## src/source/rescale_pkg.sv

```systemverilog
// rescale package holding the word widths, image saturation limits and pipeline latency
`default_nettype none

package rescale_pkg;

    // ~~~~~~~~~~~~~~~~~~~~~~~~~~~~~~~~~~~~~~~~~~~~~~~~~~
    // data widths
    // ~~~~~~~~~~~~~~~~~~~~~~~~~~~~~~~~~~~~~~~~~~~~~~~~~~

    // accumulator word from the MAC/ADD tree, sign in the top bit
    localparam int NUM_WIDTH = 33;

    // image sample handed to the next layer
    localparam int IMG_WIDTH = 16;

    // per-sample shift and head settings share one width
    localparam int CFG_WIDTH = 8;

    // ~~~~~~~~~~~~~~~~~~~~~~~~~~~~~~~~~~~~~~~~~~~~~~~~~~
    // saturation limits
    // ~~~~~~~~~~~~~~~~~~~~~~~~~~~~~~~~~~~~~~~~~~~~~~~~~~

    // most positive two's complement image value
    localparam logic [IMG_WIDTH-1:0] IMG_MAX = {1'b0, {(IMG_WIDTH-1){1'b1}}};

    // most negative two's complement image value
    localparam logic [IMG_WIDTH-1:0] IMG_MIN = {1'b1, {(IMG_WIDTH-1){1'b0}}};

    // ~~~~~~~~~~~~~~~~~~~~~~~~~~~~~~~~~~~~~~~~~~~~~~~~~~
    // timing
    // ~~~~~~~~~~~~~~~~~~~~~~~~~~~~~~~~~~~~~~~~~~~~~~~~~~

    // cycles from a sample on up_data to its result on dn_data
    // two stages for the range check and scaler in parallel, two for the selector
    localparam int PIPE_DEPTH = 4;

endpackage

`default_nettype wire
```

## src/source/rescale.sv

```systemverilog
// output rescale stage turning a 33-bit accumulator word into a saturated 16-bit image sample
`timescale 1ns/1ps
`default_nettype none

module rescale import rescale_pkg::*; (
    input  wire                  clk,
    input  wire                  rst_n,

    // per-sample settings travel alongside the word
    input  wire  [CFG_WIDTH-1:0] shift,
    input  wire  [CFG_WIDTH-1:0] head,

    input  wire                  up_valid,
    input  wire  [NUM_WIDTH-1:0] up_data,

    output logic                 dn_valid,
    output logic [IMG_WIDTH-1:0] dn_data
);

    logic                 bound_max;
    logic                 bound_min;
    logic                 scaled_valid;
    logic [IMG_WIDTH-1:0] scaled_data;

    // ~~~~~~~~~~~~~~~~~~~~~~~~~~~~~~~~~~~~~~~~~~~~~~~~~~
    // range check and scaling run side by side
    // ~~~~~~~~~~~~~~~~~~~~~~~~~~~~~~~~~~~~~~~~~~~~~~~~~~

    range_check u_range_check (
        .clk       (clk),
        .rst_n     (rst_n),
        .up_data   (up_data),
        .head      (head),
        .bound_max (bound_max),
        .bound_min (bound_min)
    );

    scale_shift u_scale_shift (
        .clk          (clk),
        .rst_n        (rst_n),
        .up_valid     (up_valid),
        .up_data      (up_data),
        .shift        (shift),
        .scaled_valid (scaled_valid),
        .scaled_data  (scaled_data)
    );

    // ~~~~~~~~~~~~~~~~~~~~~~~~~~~~~~~~~~~~~~~~~~~~~~~~~~
    // merge into the saturated output
    // ~~~~~~~~~~~~~~~~~~~~~~~~~~~~~~~~~~~~~~~~~~~~~~~~~~

    saturate_select u_saturate_select (
        .clk          (clk),
        .rst_n        (rst_n),
        .scaled_valid (scaled_valid),
        .scaled_data  (scaled_data),
        .bound_max    (bound_max),
        .bound_min    (bound_min),
        .dn_valid     (dn_valid),
        .dn_data      (dn_data)
    );

endmodule

`default_nettype wire

```

## src/source/saturate_select.sv

```systemverilog
// saturation selector choosing the image limit or the scaled value and registering the output
`timescale 1ns/1ps
`default_nettype none

module saturate_select import rescale_pkg::*; (
    input  wire                  clk,
    input  wire                  rst_n,
    input  wire                  scaled_valid,
    input  wire  [IMG_WIDTH-1:0] scaled_data,
    input  wire                  bound_max,
    input  wire                  bound_min,
    output logic                 dn_valid,
    output logic [IMG_WIDTH-1:0] dn_data
);

    logic [IMG_WIDTH-1:0] sel_data_p3;
    logic                 sel_valid_p3;

    // ~~~~~~~~~~~~~~~~~~~~~~~~~~~~~~~~~~~~~~~~~~~~~~~~~~
    // stage three picks the result
    // ~~~~~~~~~~~~~~~~~~~~~~~~~~~~~~~~~~~~~~~~~~~~~~~~~~

    // the flags and the scaled word arrive on the same cycle since both
    // upstream blocks are two stages deep
    // only one flag can be set for a sample, so the order of the tests is free
    always_ff @(posedge clk or negedge rst_n) begin
        if (!rst_n) begin
            sel_data_p3  <= '0;
            sel_valid_p3 <= 1'b0;
        end else begin
            if (bound_min) begin
                sel_data_p3 <= IMG_MIN;
            end else if (bound_max) begin
                sel_data_p3 <= IMG_MAX;
            end else begin
                sel_data_p3 <= scaled_data;
            end
            sel_valid_p3 <= scaled_valid;
        end
    end

    // ~~~~~~~~~~~~~~~~~~~~~~~~~~~~~~~~~~~~~~~~~~~~~~~~~~
    // stage four registers the output
    // ~~~~~~~~~~~~~~~~~~~~~~~~~~~~~~~~~~~~~~~~~~~~~~~~~~

    // gives the downstream layer a clean flop to time from
    always_ff @(posedge clk or negedge rst_n) begin
        if (!rst_n) begin
            dn_data  <= '0;
            dn_valid <= 1'b0;
        end else begin
            dn_data  <= sel_data_p3;
            dn_valid <= sel_valid_p3;
        end
    end

endmodule

`default_nettype wire

```

## src/source/scale_shift.sv

```systemverilog
// scaler shifting the accumulator word right and truncating it to the image width
`timescale 1ns/1ps
`default_nettype none

module scale_shift import rescale_pkg::*; (
    input  wire                 clk,
    input  wire                 rst_n,
    input  wire                 up_valid,
    input  wire [NUM_WIDTH-1:0] up_data,
    input  wire [CFG_WIDTH-1:0] shift,
    output logic                scaled_valid,
    output logic [IMG_WIDTH-1:0] scaled_data
);

    logic [NUM_WIDTH-1:0] shifted_p1;
    logic                 valid_p1;

    // ~~~~~~~~~~~~~~~~~~~~~~~~~~~~~~~~~~~~~~~~~~~~~~~~~~
    // stage one, shift the full word
    // ~~~~~~~~~~~~~~~~~~~~~~~~~~~~~~~~~~~~~~~~~~~~~~~~~~

    // logical shift, negative words fill with zeros from the top
    // shifts of NUM_WIDTH or more leave an all zero word
    always_ff @(posedge clk or negedge rst_n) begin
        if (!rst_n) begin
            shifted_p1 <= '0;
            valid_p1   <= 1'b0;
        end else begin
            shifted_p1 <= up_data >> shift;
            valid_p1   <= up_valid;
        end
    end

    // ~~~~~~~~~~~~~~~~~~~~~~~~~~~~~~~~~~~~~~~~~~~~~~~~~~
    // stage two, truncate to the image width
    // ~~~~~~~~~~~~~~~~~~~~~~~~~~~~~~~~~~~~~~~~~~~~~~~~~~

    // plain truncation, the dropped low bits are not rounded in
    always_ff @(posedge clk or negedge rst_n) begin
        if (!rst_n) begin
            scaled_data  <= '0;
            scaled_valid <= 1'b0;
        end else begin
            scaled_data  <= shifted_p1[IMG_WIDTH-1:0];
            scaled_valid <= valid_p1;
        end
    end

endmodule

`default_nettype wire

```

## src/source/range_check.sv

```systemverilog
// range checker flagging accumulator words that overflow the image range above the head bit
`timescale 1ns/1ps
`default_nettype none

module range_check import rescale_pkg::*; (
    input  wire                 clk,
    input  wire                 rst_n,
    input  wire [NUM_WIDTH-1:0] up_data,
    input  wire [CFG_WIDTH-1:0] head,
    output logic                bound_max,
    output logic                bound_min
);

    // word and head held together so the scan sees a matched pair
    logic [NUM_WIDTH-1:0] data_p1;
    logic [CFG_WIDTH-1:0] head_p1;

    logic                 sign_p1;
    logic                 overflow_p1;

    // ~~~~~~~~~~~~~~~~~~~~~~~~~~~~~~~~~~~~~~~~~~~~~~~~~~
    // stage one, capture the sample
    // ~~~~~~~~~~~~~~~~~~~~~~~~~~~~~~~~~~~~~~~~~~~~~~~~~~

    always_ff @(posedge clk or negedge rst_n) begin
        if (!rst_n) begin
            data_p1 <= '0;
            head_p1 <= '0;
        end else begin
            data_p1 <= up_data;
            head_p1 <= head;
        end
    end

    assign sign_p1 = data_p1[NUM_WIDTH-1];

    // ~~~~~~~~~~~~~~~~~~~~~~~~~~~~~~~~~~~~~~~~~~~~~~~~~~
    // stage two, scan the upper bits against the sign
    // ~~~~~~~~~~~~~~~~~~~~~~~~~~~~~~~~~~~~~~~~~~~~~~~~~~

    // a word fits when every bit from just below the sign down to head
    // is a copy of the sign, any other value is out of range
    // a head above NUM_WIDTH-2 leaves nothing to scan, so nothing overflows
    always_comb begin
        overflow_p1 = 1'b0;
        for (int i = 0; i < NUM_WIDTH-1; i++) begin
            if ((i >= int'(head_p1)) && (data_p1[i] != sign_p1)) begin
                overflow_p1 = 1'b1;
            end
        end
    end

    // the sign picks which limit is hit, so at most one flag is ever set
    always_ff @(posedge clk or negedge rst_n) begin
        if (!rst_n) begin
            bound_max <= 1'b0;
            bound_min <= 1'b0;
        end else begin
            bound_max <= overflow_p1 & ~sign_p1;
            bound_min <= overflow_p1 & sign_p1;
        end
    end

endmodule

`default_nettype wire

```

## config.mk

```make
export PLATFORM = sky130hd
export DESIGN_NAME = rescale
export DESIGN_NICKNAME = d
export VERILOG_FILES = /design/src/source/rescale_pkg.sv /design/src/source/rescale.sv /design/src/source/saturate_select.sv /design/src/source/scale_shift.sv /design/src/source/range_check.sv
export SDC_FILE = /design/constraint.sdc
export NUM_CORES = 1
export LEC_CHECK = 0
export ABC_CLOCK_PERIOD_IN_PS = 2150
export BUFFER_PORTS_ARGS = -buffer_cell sky130_fd_sc_hd__buf_2
export CAP_MARGIN = 10
export CELL_PAD_IN_SITES_DETAIL_PLACEMENT = 0
export CELL_PAD_IN_SITES_GLOBAL_PLACEMENT = 1
export CORE_ASPECT_RATIO = 1.2
export CORE_MARGIN = 2
export CORE_UTILIZATION = 40
export CTS_BUF_LIST = sky130_fd_sc_hd__clkbuf_8
export DETAILED_ROUTE_END_ITERATION = 16
export GPL_TIMING_DRIVEN = 0
export PLACE_DENSITY = 0.72
export SETUP_SLACK_MARGIN = 0.2
export SLEW_MARGIN = 20
export SYNTH_ARGS = -nofsm -noshare
export SYNTH_HDL_FRONTEND = slang
export SYNTH_HIERARCHICAL = 1
export SYNTH_SLANG_ARGS = --single-unit
```

## constraint.sdc

```tcl
create_clock -name clk -period 2.15 [get_ports clk]
set_clock_uncertainty 0.15 [all_clocks]
set_input_delay 0.215 -clock clk [delete_from_list [all_inputs] [get_ports clk]]
set_output_delay 0.215 -clock clk [all_outputs]
set_load 0.005 [all_outputs]
```

==> results of run 1 <==
==> state kept, by name, summed over array words and instances, names as in the netlist <==
signal and cells:
u_saturate_select/sel_valid_p3 1, u_scale_shift/shifted_p1 16, u_saturate_select/dn_valid 1, u_scale_shift/scaled_valid 1, u_range_check/bound_max 1, u_range_check/head_p1 8
u_saturate_select/dn_data 16, u_scale_shift/valid_p1 1, u_range_check/data_p1 33, u_scale_shift/scaled_data 16, u_saturate_select/sel_data_p3 16, u_range_check/bound_min 1
==> routing by layer <==
| layer | part of all wire | GRT usage |
|---|---|---|
| met5 | 0 | 0 |
| met4 | 0.046 | 0.109 |
| met3 | 0.070 | 0.0373 |
| met2 | 0.47 | 0.337 |
| met1 | 0.42 | 0.291 |
==> worst max-delay path: cells and delay by family, from the launching register on <==
family                 cells  cell delay, ns
buffers and inverters      1            0.13
DFF                        1            0.39
AOI/OAI and AO/OA          3            0.80
and+or+nand+nor            2            0.47
==> report_power, final <==
part           switching [mW]  internal (mW)  total (mW)
sequential             0.0496           2.19        2.24
clock                   0.728          0.439        1.17
combinational           0.489          0.405       0.894
total                    1.27           3.03        4.30
==> cells in the final DEF, fill, tap and decap left out, types with 10 or more instances in the layout <==
cell	Yosys	layout
a21oi_1	20	20
buf_2	17	73
buf_4	5	13
dfrtp_1	111	111
dlygate4sd3_1	0	42
mux2_2	17	17
mux2i_1	31	27
mux4_2	16	16
nand2_1	17	17
nand2b_1	11	11
nand3_1	10	10
nor2_1	42	42
nor3_1	16	16
o22ai_1	12	11
==> area by class of cell <==
class / instances / area, µm² / share of cell area
Sequential cell: 111 / 2780 / 0.397
Multi-Input combinational cell: 335 / 2680 / 0.383
Timing Repair Buffer: 111 / 816 / 0.117
Buffer: 37 / 292 / 0.0417
Tap cell: 171 / 214 / 0.0306
Clock buffer: 9 / 124 / 0.0177
Clock inverter: 7 / 58.8 / 0.00840
Inverter: 10 / 37.5 / 0.00536
==> synth_stat cells (all sizes together), types with 9 or more instances <==
| cell | n | area share |
|---|---|---|
| dfrtp | 111 | 0.49 |
| nor2 | 46 | 0.032 |
| buf | 31 | 0.043 |
| mux2i | 31 | 0.055 |
| a21oi | 20 | 0.018 |
| mux2 | 20 | 0.042 |
| nand2 | 17 | 0.011 |
| nor3 | 17 | 0.016 |
| mux4 | 16 | 0.063 |
| o22ai | 12 | 0.013 |
| nand2b | 11 | 0.012 |
| nand3 | 10 | 0.0088 |
| a22oi | 9 | 0.013 |
| inv | 9 | 0.0059 |
| o211ai | 9 | 0.012 |
==> repair_timing <==
item / in CTS / in global routing
buffers inserted: 0 / 2
setup endpoints to repair: 2 / 7
pin swaps: 6 / 4
hold endpoints to repair: 153 / 0
resized for setup: 13 / 15
hold buffers: 43 / 0
==> cells by family after synthesis <==
| group | count (synthesis) | share of synthesized area |
|---|---|---|
| DFF | 111 | 0.489 |
| xor gates and xnor gates | 11 | 0.0170 |
| AOI/OAI and AO/OA | 112 | 0.145 |
| buffers and inverters | 47 | 0.0531 |
| muxes | 67 | 0.160 |
| and+or+nand+nor | 145 | 0.136 |
==> how the worst min path moves through the flow <==
stage / startpoint / end / slack (ns) / cells past startpoint
after detailed placement: rst_n / u_range_check/data_p1[4]$_DFF_PN0_ / -0.06 / 1
after CTS: shift[6] / u_scale_shift/shifted_p1[11]$_DFF_PN0_ / 0.003 / 3
final: shift[6] / u_scale_shift/shifted_p1[11]$_DFF_PN0_ / 0.02 / 3
after global routing: shift[6] / u_scale_shift/shifted_p1[11]$_DFF_PN0_ / 0.02 / 3
after floorplan: rst_n / u_range_check/bound_max$_DFF_PN0_ / -0.23 / 0
after global placement: head[2] / u_range_check/head_p1[2]$_DFF_PN0_ / 0.17 / 1
==> key figures, run 1 <==
Status
  – Status: finished, final reports clean

Floorplanning
  – Core Box Area: 0.0138 mm²
  – Rows: 47
  – Starting Density: 0.411
  – Die Ht: 135 µm
  – Die width: 113 µm
  – Die area: 0.0152 mm²
  – IO Pins: 69

Layout
  – Final Non-Filler Cells: 791
  – Ant diodes: 0
  – Fraction of layout cells with a size suffix above 1: 0.285
  – Post-Layout Inst Area: 0.00700 mm²
  – Fillers: 1238
  – Synth-to-layout area growth: 23.2%
  – Final Core Density: 0.506
  – Post-layout nets: 667

Route
  – Routed length per instance: 20.4 µm
  – Routed WL: 16200 µm
  – Antenna viol nets, final: 0
  – Vias: 4604
  – Drt pass-1 iters: 5
  – DR iter-0 viols: 326
  – Vias/cell: 5.82
  – Drt drc: 0

Timing
  – Fmax: 478 MHz
  – Final min period: 2.09 ns
  – Setup tns final: 0 ns
  – Max Slew Vio Count: 0
  – Relative slew slack: 0.614
  – WHS: 0.0245 ns
  – Slew @ Worst Pin: 0.576 ns
  – RSZ-0062 raised after global routing: yes
  – Final worst slack: 0.0569 ns
  – Setup-failing EPs final: 0
  – Final hold violation count: 0
  – Tcrit/Tclk final: 0.974

Critical path
  – CP required: 2.21 ns
  – Crit path DAT: 2.16 ns
  – R2R depth: 6
  – Slowest cell on crit path: o41ai_2
  – Critical Path Source Type: flop
  – Crit path largest cell delay: 0.41 ns
  – RR Endpoint: u_range_check/bound_max$_DFF_PN0_
  – R2R Path Start: u_range_check/data_p1[32]$_DFF_PN0_
  – Setup crit start: u_range_check/data_p1[32]$_DFF_PN0_
  – Worst setup path endpoint: u_range_check/bound_max$_DFF_PN0_
  – Worst path cell trace: buf_6 -> nor3_1 -> o32a_2 -> and2b_1 -> o41ai_2 -> a31oi_1
  – CP Max Fanout: 8
  – CP Capture Type: flop
  – Setup slack, reg-to-reg: 0.06 ns
  – WS Path Type: reg2reg

Placed design
  – Hpwl dp: 11800 µm
  – Placed inst area: 0.00625 mm²
  – Routability cong.: 0.956
  – Input/output buffers: 65
  – Pre-CTS WS: -0.0914 ns
  – Cells after DPL: 730

Yosys
  – Warnings, synthesis: 6
  – Post-Syn Instances: 493
  – Register area share after synthesis: 0.489
  – Synth Cell Area: 0.00568 mm²
  – Main synth FF type: dfrtp_1
  – Ys async rst share: 1.00
  – Mapped Nets: 545
  – Avg Cell Area, Syn: 11.5 µm²
  – EDFF count, synth: 0
  – Synth Register Bits: 111
  – Netlist cell types: 69

Clocking
  – Root Driver: clkbuf_8
  – Max clock buf depth: 2
  – TritonCTS Sinks: 111
  – CTS H-tree lvls: 3
  – CTS clk-pin slew, worst paths: 0.11 ns
  – CTS tree: yes
  – Worst-skew pair later-pin latency: 0.37 ns
  – Total CTS buffers: 9

Global routing
  – First-pass GRT wire length: 25000 µm
  – Total track usage: 0.215
  – Largest net degree at the start of global routing: 89
  – Antenna violations before repair: 0
  – Gr ovfl total: 0
  – Number of global-route vias before repair: 4477

Pwr
  – Leakage: 3.14 nW
  – Peak supply drop: 278 µV
  – PwrDens: 614 mW/mm²
  – Power Total: 4.30 mW

Flow run
  – Total of max-cap violations: 0

Worst hold path
  – Hold Crit Class: in2reg
No activity file was read; power rests on OpenSTA's default activity.
==> inputs of run 2 (changes only) <==
--- a/config.mk
+++ b/config.mk
@@ -10,7 +10,6 @@
 export CAP_MARGIN = 10
 export CELL_PAD_IN_SITES_DETAIL_PLACEMENT = 0
 export CELL_PAD_IN_SITES_GLOBAL_PLACEMENT = 1
-export CORE_ASPECT_RATIO = 1.2
 export CORE_MARGIN = 2
 export CORE_UTILIZATION = 40
 export CTS_BUF_LIST = sky130_fd_sc_hd__clkbuf_8
==> run 2 against run 1 <==
Effect of this change:
- flip-flop and latch count did not move
- die area barely moved
- critical endpoint unchanged
- routed wire length rose by 5.8%
- final cell count rose by 1.9%
- total power rose by 2.4%
- largest cell class unchanged
- largest power group unchanged
- count of clock-buffer cells in the layout did not move
==> key figures, run 2 (synthesized netlist as in run 1, its figures left out) <==
Floorplanning
  – Starting Density: 0.409 (-0.00182)
  – Die area: 0.0152 mm² (about the same)
  – Die width: 123 µm (+9.2%)
  – Rows: 43 (-8.5%)
  – Die Ht: 123 µm (-8.5%)
  – Core Box Area: 0.0139 mm² (+0.44%)
  – IO Pins: 69 (unchanged)

Timing
  – Max Slew Vio Count: 0 (unchanged)
  – Relative slew slack: 0.596 (-0.0175)
  – Fmax: 490 MHz (+2.6%)
  – Final min period: 2.04 ns (-0.0539 ns)
  – RSZ-0062 raised after global routing: yes
  – Final hold violation count: 0 (unchanged)
  – Setup tns final: 0 ns (unchanged)
  – Setup-failing EPs final: 0 (unchanged)
  – Slew @ Worst Pin: 0.601 ns (+0.0251 ns)
  – Tcrit/Tclk final: 0.948 (-0.0251)

Layout
  – Commonest cells after routing, fill and taps aside: dfrtp_1, buf_2, dlygate4sd3_1
  – Post-layout nets: 673 (+0.90%)
  – Ant diodes: 0 (unchanged)
  – Final Non-Filler Cells: 806 (+1.9%)
  – Largest Register: u_range_check/data_p1
  – Synth-to-layout area growth: 26.2%
  – Commonest non-fill, non-tap cell in the layout: dfrtp_1
  – Fraction of layout cells with a size suffix above 1: 0.305 (+0.0196)
  – Max reg flops: 33 (unchanged)
  – Fillers: 1266 (+2.3%)

Route
  – Vias: 4617 (+0.28%)
  – Routed WL: 17100 µm (+5.8%)
  – Routed length per instance: 21.2 µm (+3.8%)
  – Vias/cell: 5.73 (-1.6%)
  – DR iter-0 viols: 478 (+47%)
  – Drt drc: 0 (unchanged)
  – Antenna viol nets, final: 0 (unchanged)
  – Drt pass-1 iters: 6 (+1)

Pwr
  – PwrDens: 614 mW/mm² (about the same)
  – Cell Int Power: 3.07 mW (+1.3%)
  – Seq pwr share: 0.509 (-0.012)
  – Comb pwr share: 0.212 (+0.004)
  – Switching part of the total: 0.302 (+0.00741)
  – Sw power: 1.33 mW (+5.0%)
  – Peak supply drop: 320 µV (+15%)
  – Power share of the clock group: 0.279 (+0.008)
  – Leakage: 3.20 nW (+1.8%)

Global routing
  – Number of global-route vias before repair: 4485 (+0.18%)
  – Antenna violations before repair: 0 (unchanged)
  – Largest net degree at the start of global routing: 88 (-1.1%)
  – Routing usage on met2: 0.349 (+0.0122)
  – GR peak layer: met2
  – Total track usage: 0.235 (+0.0191)
  – Met1 Resource Use GR: 0.345 (+0.0543)
  – First-pass GRT wire length: 26300 µm (+4.9%)
  – Gr ovfl total: 0 (unchanged)
  – Met3 Resource Use GR: 0.0378 (+0.000570)

Clocking
  – Max clock buf depth: 2 (unchanged)
  – Total CTS buffers: 9 (unchanged)
  – CTS clk-pin slew, worst paths: 0.11 ns (about the same)
  – Worst-skew pair later-pin latency: 0.39 ns (+0.02 ns)
  – Root Driver: clkbuf_8
  – CTS tree: yes
  – TritonCTS Sinks: 111 (unchanged)
  – CTS H-tree lvls: 3 (unchanged)

Critical path
  – CP delay by family, top: compound AO/OA/AOI/OAI gates
  – CP Capture Type: flop
  – CP required: 2.25 ns (+0.04 ns)
  – Crit path largest cell delay: 0.39 ns (-0.02 ns)
  – Worst path cell trace: buf_6 -> buf_12 -> buf_8 -> xor2_1 -> a21oi_1 -> a31oi_1 -> nor4_2 -> a31oi_1
  – Crit path depth: 8 (+2)
  – Critical Path Source Type: flop
  – Slowest cell on crit path: dfrtp_1
  – R2R depth: 8 (+2)
  – CP Max Fanout: 8 (unchanged)
  – Crit path DAT: 2.13 ns (-0.03 ns)
  – Critical Path Most Common Cell: a31oi_1
  – WS Path Type: reg2reg
  – Worst path buffer plus inverter count: 3 (+2)

Worst hold path
  – Hold Crit Class: in2reg
  – Worst Hold Depth: 3 (unchanged)

Placed design
  – Input/output buffers: 65 (unchanged)
  – Cells after DPL: 739 (+1.2%)
  – Hpwl dp: 12300 µm (+3.9%)
  – Routability cong.: 0.942 (-1.4%)

Flow run
  – Total of max-cap violations: 0 (unchanged)

Status
  – Status: finished, final reports clean
-- run 2: area by class of cell --
class                   instances  area, µm²  share of cell area
repair buffers                117        916               0.128
multi-input cells             335       2710               0.379
plain buffers                  37        299              0.0417
inverters                      10       37.5             0.00524
clock inverters                 7       75.1              0.0105
flip-flops and latches        111       2780               0.388
clock buffers                   9        124              0.0173
well taps                     180        225              0.0314
-- run 2: tightest hold or removal path, cell delays in order --
cell and delay [ns]:
buf_2 0.13, nor2_1 0.09, o31a_1 0.11
-- run 2: final timing paths --
path	slack [ns]	start	endpoint
min	0.03	shift[6]	u_scale_shift/shifted_p1[11]$_DFF_PN0_
min reg2reg	0.20	u_scale_shift/shifted_p1[7]$_DFF_PN0_	u_scale_shift/scaled_data[7]$_DFF_PN0_
min in group asynchronous	0.10	rst_n	u_range_check/data_p1[17]$_DFF_PN0_
max	0.11	u_range_check/data_p1[32]$_DFF_PN0_	u_range_check/bound_max$_DFF_PN0_
max reg2reg	0.11	u_range_check/data_p1[32]$_DFF_PN0_	u_range_check/bound_max$_DFF_PN0_
max in group asynchronous	1.06	rst_n	u_saturate_select/sel_data_p3[3]$_DFF_PN0_
-- run 2: repair_timing --
action,4_1_cts,5_1_grt
hold buffers,43,0
cloned,1,0
pin swaps,14,5
buffers inserted,6,1
hold endpoints to repair,153,0
setup endpoints to repair,2,7
gates resized for setup,22,23
-- run 2: power by group through the flow --
| stage | sequential, mW | combinational, mW | clock, mW |
|---|---|---|---|
| 2_1_floorplan | 2.27 | 0.483 | 0 |
| 3_3_place_gp | 2.28 | 0.785 | 0 |
| 3_5_place_dp | 2.28 | 0.788 | 0 |
| 4_1_cts | 2.24 | 0.896 | 1.29 |
| 5_1_grt | 2.25 | 1.00 | 1.37 |
| 6_report | 2.24 | 0.932 | 1.23 |
-- run 2: per-stage QoR --
stage | area [µm²] | power [mW] | worst slack [ns] | util | hold WS [ns]
2_1_floorplan | 5680 | 2.75 | 0.281 | - | -0.231
3_3_place_gp | 6230 | 3.06 | -0.428 | 0.449 | 0.173
3_5_place_dp | 6260 | 3.07 | -0.0892 | 0.451 | -0.0540
4_1_cts | 7080 | 4.43 | 0.150 | 0.510 | 0.000223
5_1_grt | 7170 | 4.62 | -0.00978 | 0.516 | 0.0296
6_report | 7170 | 4.40 | 0.111 | 0.516 | 0.0342
-- run 2: routing by layer --
metal | wire length, µm | vias to the layer above
li1 | - | 2097
met1 | 7900 | 2287
met2 | 7730 | 202
met3 | 995 | 31
met4 | 468 | 0
met5 | 0 | -
==> inputs of run 3 (changes only) <==
--- a/config.mk
+++ b/config.mk
@@ -5,8 +5,7 @@
 export SDC_FILE = /design/constraint.sdc
 export NUM_CORES = 1
 export LEC_CHECK = 0
-export ABC_CLOCK_PERIOD_IN_PS = 2150
-export BUFFER_PORTS_ARGS = -buffer_cell sky130_fd_sc_hd__buf_2
+export ABC_CLOCK_PERIOD_IN_PS = 1920
 export CAP_MARGIN = 10
 export CELL_PAD_IN_SITES_DETAIL_PLACEMENT = 0
 export CELL_PAD_IN_SITES_GLOBAL_PLACEMENT = 1
@@ -14,8 +13,9 @@
 export CORE_UTILIZATION = 40
 export CTS_BUF_LIST = sky130_fd_sc_hd__clkbuf_8
 export DETAILED_ROUTE_END_ITERATION = 16
+export DONT_BUFFER_PORTS = 1
 export GPL_TIMING_DRIVEN = 0
-export PLACE_DENSITY = 0.72
+export PLACE_DENSITY = 0.67
 export SETUP_SLACK_MARGIN = 0.2
 export SLEW_MARGIN = 20
 export SYNTH_ARGS = -nofsm -noshare
==> constraint.sdc (replaced) <==
create_clock -name clk -period 1.92 [get_ports clk]
set_clock_uncertainty 0.15 [all_clocks]
set_input_delay 0.192 -clock clk [delete_from_list [all_inputs] [get_ports clk]]
set_output_delay 0.192 -clock clk [all_outputs]
set_load 0.005 [all_outputs]
==> run 3 against run 2 <==
Effect of this change:
- flip-flop and latch count stayed put
- combinational power is 5.7% lower
- critical path depth is 1 higher
- global-route usage hardly changed
- die area stayed put
- core utilization is 2.5 points lower
- the run now ends with hold timing, setup timing left
- hold slack worse by 0.69 ns
- sequential power is 12% higher
- routed wire length is 1.7% lower
==> key figures, run 3 (synthesized netlist as in run 1, its figures left out) <==
Floorplanning
  – Rows: 43 (unchanged)
  – IO Pins: 69 (unchanged)
  – Die area: 0.0152 mm² (unchanged)
  – Die width: 123 µm (unchanged)
  – Die Ht: 123 µm (unchanged)
  – Core Box Area: 0.0139 mm² (unchanged)
  – Starting Density: 0.409 (unchanged)

Status
  – Status: finished, violations left
  – Failing checks: hold timing, setup timing

Layout
  – Fillers: 1287 (+1.7%)
  – Synth-to-layout area growth: 20.0%
  – Post-layout nets: 605 (-10%)
  – Fraction of layout cells with a size suffix above 1: 0.220 (-0.0847)
  – Commonest non-fill, non-tap cell in the layout: dfrtp_1
  – Ant diodes: 0 (unchanged)
  – Max reg flops: 33 (unchanged)
  – Largest Register: u_range_check/data_p1
  – Commonest cells after routing, fill and taps aside: dfrtp_1, dlygate4sd3_1, nor2_1

Route
  – Drt drc: 0 (unchanged)
  – DR iter-0 viols: 392 (-18%)
  – Routed WL: 16800 µm (-1.7%)
  – Antenna viol nets, final: 0 (unchanged)
  – Routed length per instance: 22.8 µm (+7.4%)
  – Vias/cell: 5.99 (+4.5%)
  – Vias: 4418 (-4.3%)
  – Drt pass-1 iters: 5 (-1)

Pwr
  – Leakage: 2.91 nW (-8.9%)
  – PwrDens: 687 mW/mm² (+12%)
  – Power Total: 4.68 mW (+6.4%)
  – Peak supply drop: 334 µV (+4.4%)

Critical path
  – R2R depth: 9 (+1)
  – Setup slack, reg-to-reg: -0.16 ns (-0.27 ns)
  – CP Max Fanout: 8 (unchanged)
  – Worst path cell trace: buf_6 -> buf_6 -> buf_16 -> xnor2_4 -> nor3_2 -> nor4_4 -> nand3_2 -> nor4_4 -> a31oi_2
  – RR Endpoint: u_range_check/bound_max$_DFF_PN0_
  – CP required: 2.03 ns (-0.22 ns)
  – WS Path Type: reg2reg
  – CP Capture Type: flop
  – Slowest cell on crit path: dfrtp_1
  – Crit path DAT: 2.19 ns (+0.06 ns)
  – Crit path largest cell delay: 0.39 ns (about the same)
  – R2R Path Start: u_range_check/data_p1[32]$_DFF_PN0_
  – Critical Path Source Type: flop
  – Setup crit start: u_range_check/data_p1[32]$_DFF_PN0_

Flow run
  – Total of max-cap violations: 0 (unchanged)

Clocking
  – Worst-skew pair later-pin latency: 0.38 ns (about the same)
  – CTS tree: yes
  – TritonCTS Sinks: 111 (unchanged)
  – CTS clk-pin slew, worst paths: 0.11 ns (about the same)
  – Max clock buf depth: 2 (unchanged)
  – CTS H-tree lvls: 3 (unchanged)
  – Hold_buf cts: 44 (+2.3%)
  – Total CTS buffers: 9 (unchanged)
  – Root Driver: clkbuf_8

Placed design
  – Routability cong.: 0.916 (-2.8%)
  – Hpwl dp: 12000 µm (-1.9%)
  – Input/output buffers: 0 (-100%)

Timing
  – RSZ-0062 raised after global routing: yes
  – Final hold violation count: 111 (+111)
  – Relative slew slack: 0.623 (+0.0271)
  – Tcrit/Tclk final: 1.09 (+0.137)
  – Setup-failing EPs final: 2 (+2)
  – Setup tns final: -0.295 ns (-0.295 ns)
  – Slew @ Worst Pin: 0.561 ns (-0.0404 ns)
  – Fmax: 480 MHz (-2.1%)
  – WHS: -0.657 ns (-0.692 ns)
  – Max Slew Vio Count: 0 (unchanged)
  – Final min period: 2.08 ns (+0.0447 ns)
  – Final worst slack: -0.164 ns (-0.275 ns)

Global routing
  – Antenna violations before repair: 0 (unchanged)
  – Gr ovfl total: 0 (unchanged)
  – First-pass GRT wire length: 26200 µm (-0.40%)
  – Largest net degree at the start of global routing: 112 (+27%)
  – Total track usage: 0.234 (about the same)
  – Number of global-route vias before repair: 4344 (-3.1%)

Worst hold path
  – Hold Crit Class: in2async
-- run 3: changes by cell type in the layout (fill, tap and decap cells not counted), sizes merged --
cell         before  now
buf             105   34
clkbuf           15   17
clkinv            4    3
dlygate4sd3      43   44
inv              12   13
-- run 3: final cells by class --
type                       instances  area, µm²  share of cell area
clock buffer                       9        124              0.0182
tap                              180        225              0.0330
timing repair buffer              49        522              0.0765
sequential                       111       2780               0.407
inverter                          10       37.5             0.00551
multi-input combinational        335       2740               0.403
clock inverter                     7       53.8             0.00789
buffer                            37        333              0.0488
-- run 3: how the worst max path moves through the flow --
stage	endpoint	slack, ns	depth (start not counted)
floorplan	u_range_check/bound_min$_DFF_PN0_	0.16	8
global placement	u_range_check/bound_max$_DFF_PN0_	-0.26	7
finish	u_range_check/bound_max$_DFF_PN0_	-0.16	9
CTS	u_range_check/bound_max$_DFF_PN0_	-0.10	9
global route	u_range_check/bound_max$_DFF_PN0_	-0.29	5
detailed placement	u_range_check/bound_max$_DFF_PN0_	-0.23	7
-- run 3: repair_timing --
item	in CTS	in global routing
gates cloned	2	0
endpoints found under the setup margin	2	6
gates resized for setup	26	7
pin swaps	6	4
hold endpoints to repair	162	111
setup buffers	3	0
-- run 3: worst max-delay path: cells and delay by family (launching register included) --
| kind | cells | cell delay [ns] |
|---|---|---|
| AO/OA/AOI/OAI | 1 | 0.12 |
| AND/OR/NAND/NOR | 4 | 0.77 |
| flip-flops | 1 | 0.39 |
| XOR/XNOR | 1 | 0.13 |
| buffers and inverters | 3 | 0.40 |
-- run 3: stage by stage --
| step | area (µm²) | hold WS (ns) | instances | utilization | setup WS (ns) |
|---|---|---|---|---|---|
| 2_1_floorplan | 5750 | -0.254 | 493 | - | 0.164 |
| 3_3_place_gp | 5980 | -0.251 | 673 | 0.431 | -0.263 |
| 3_5_place_dp | 5980 | -0.251 | 673 | 0.431 | -0.235 |
| 4_1_cts | 6790 | -0.683 | 738 | 0.489 | -0.101 |
| 5_1_grt | 6820 | -0.699 | 738 | 0.491 | -0.293 |
| 6_report | 6820 | -0.657 | 738 | 0.491 | -0.164 |
-- run 3: layer usage --
metal | up-vias | share of wire | global-route usage
met5 | - | 0 | 0
met4 | 0 | 0.026 | 0.0781
met3 | 31 | 0.089 | 0.0673
met2 | 216 | 0.44 | 0.343
met1 | 2216 | 0.44 | 0.333
li1 | 1955 | - | -
-- run 3: power by group --
part,switching (mW),leakage (nW),internal [mW]
clock,0.804,0.0933,0.486
sequential,0.0633,1.42,2.45
combinational,0.454,1.40,0.425
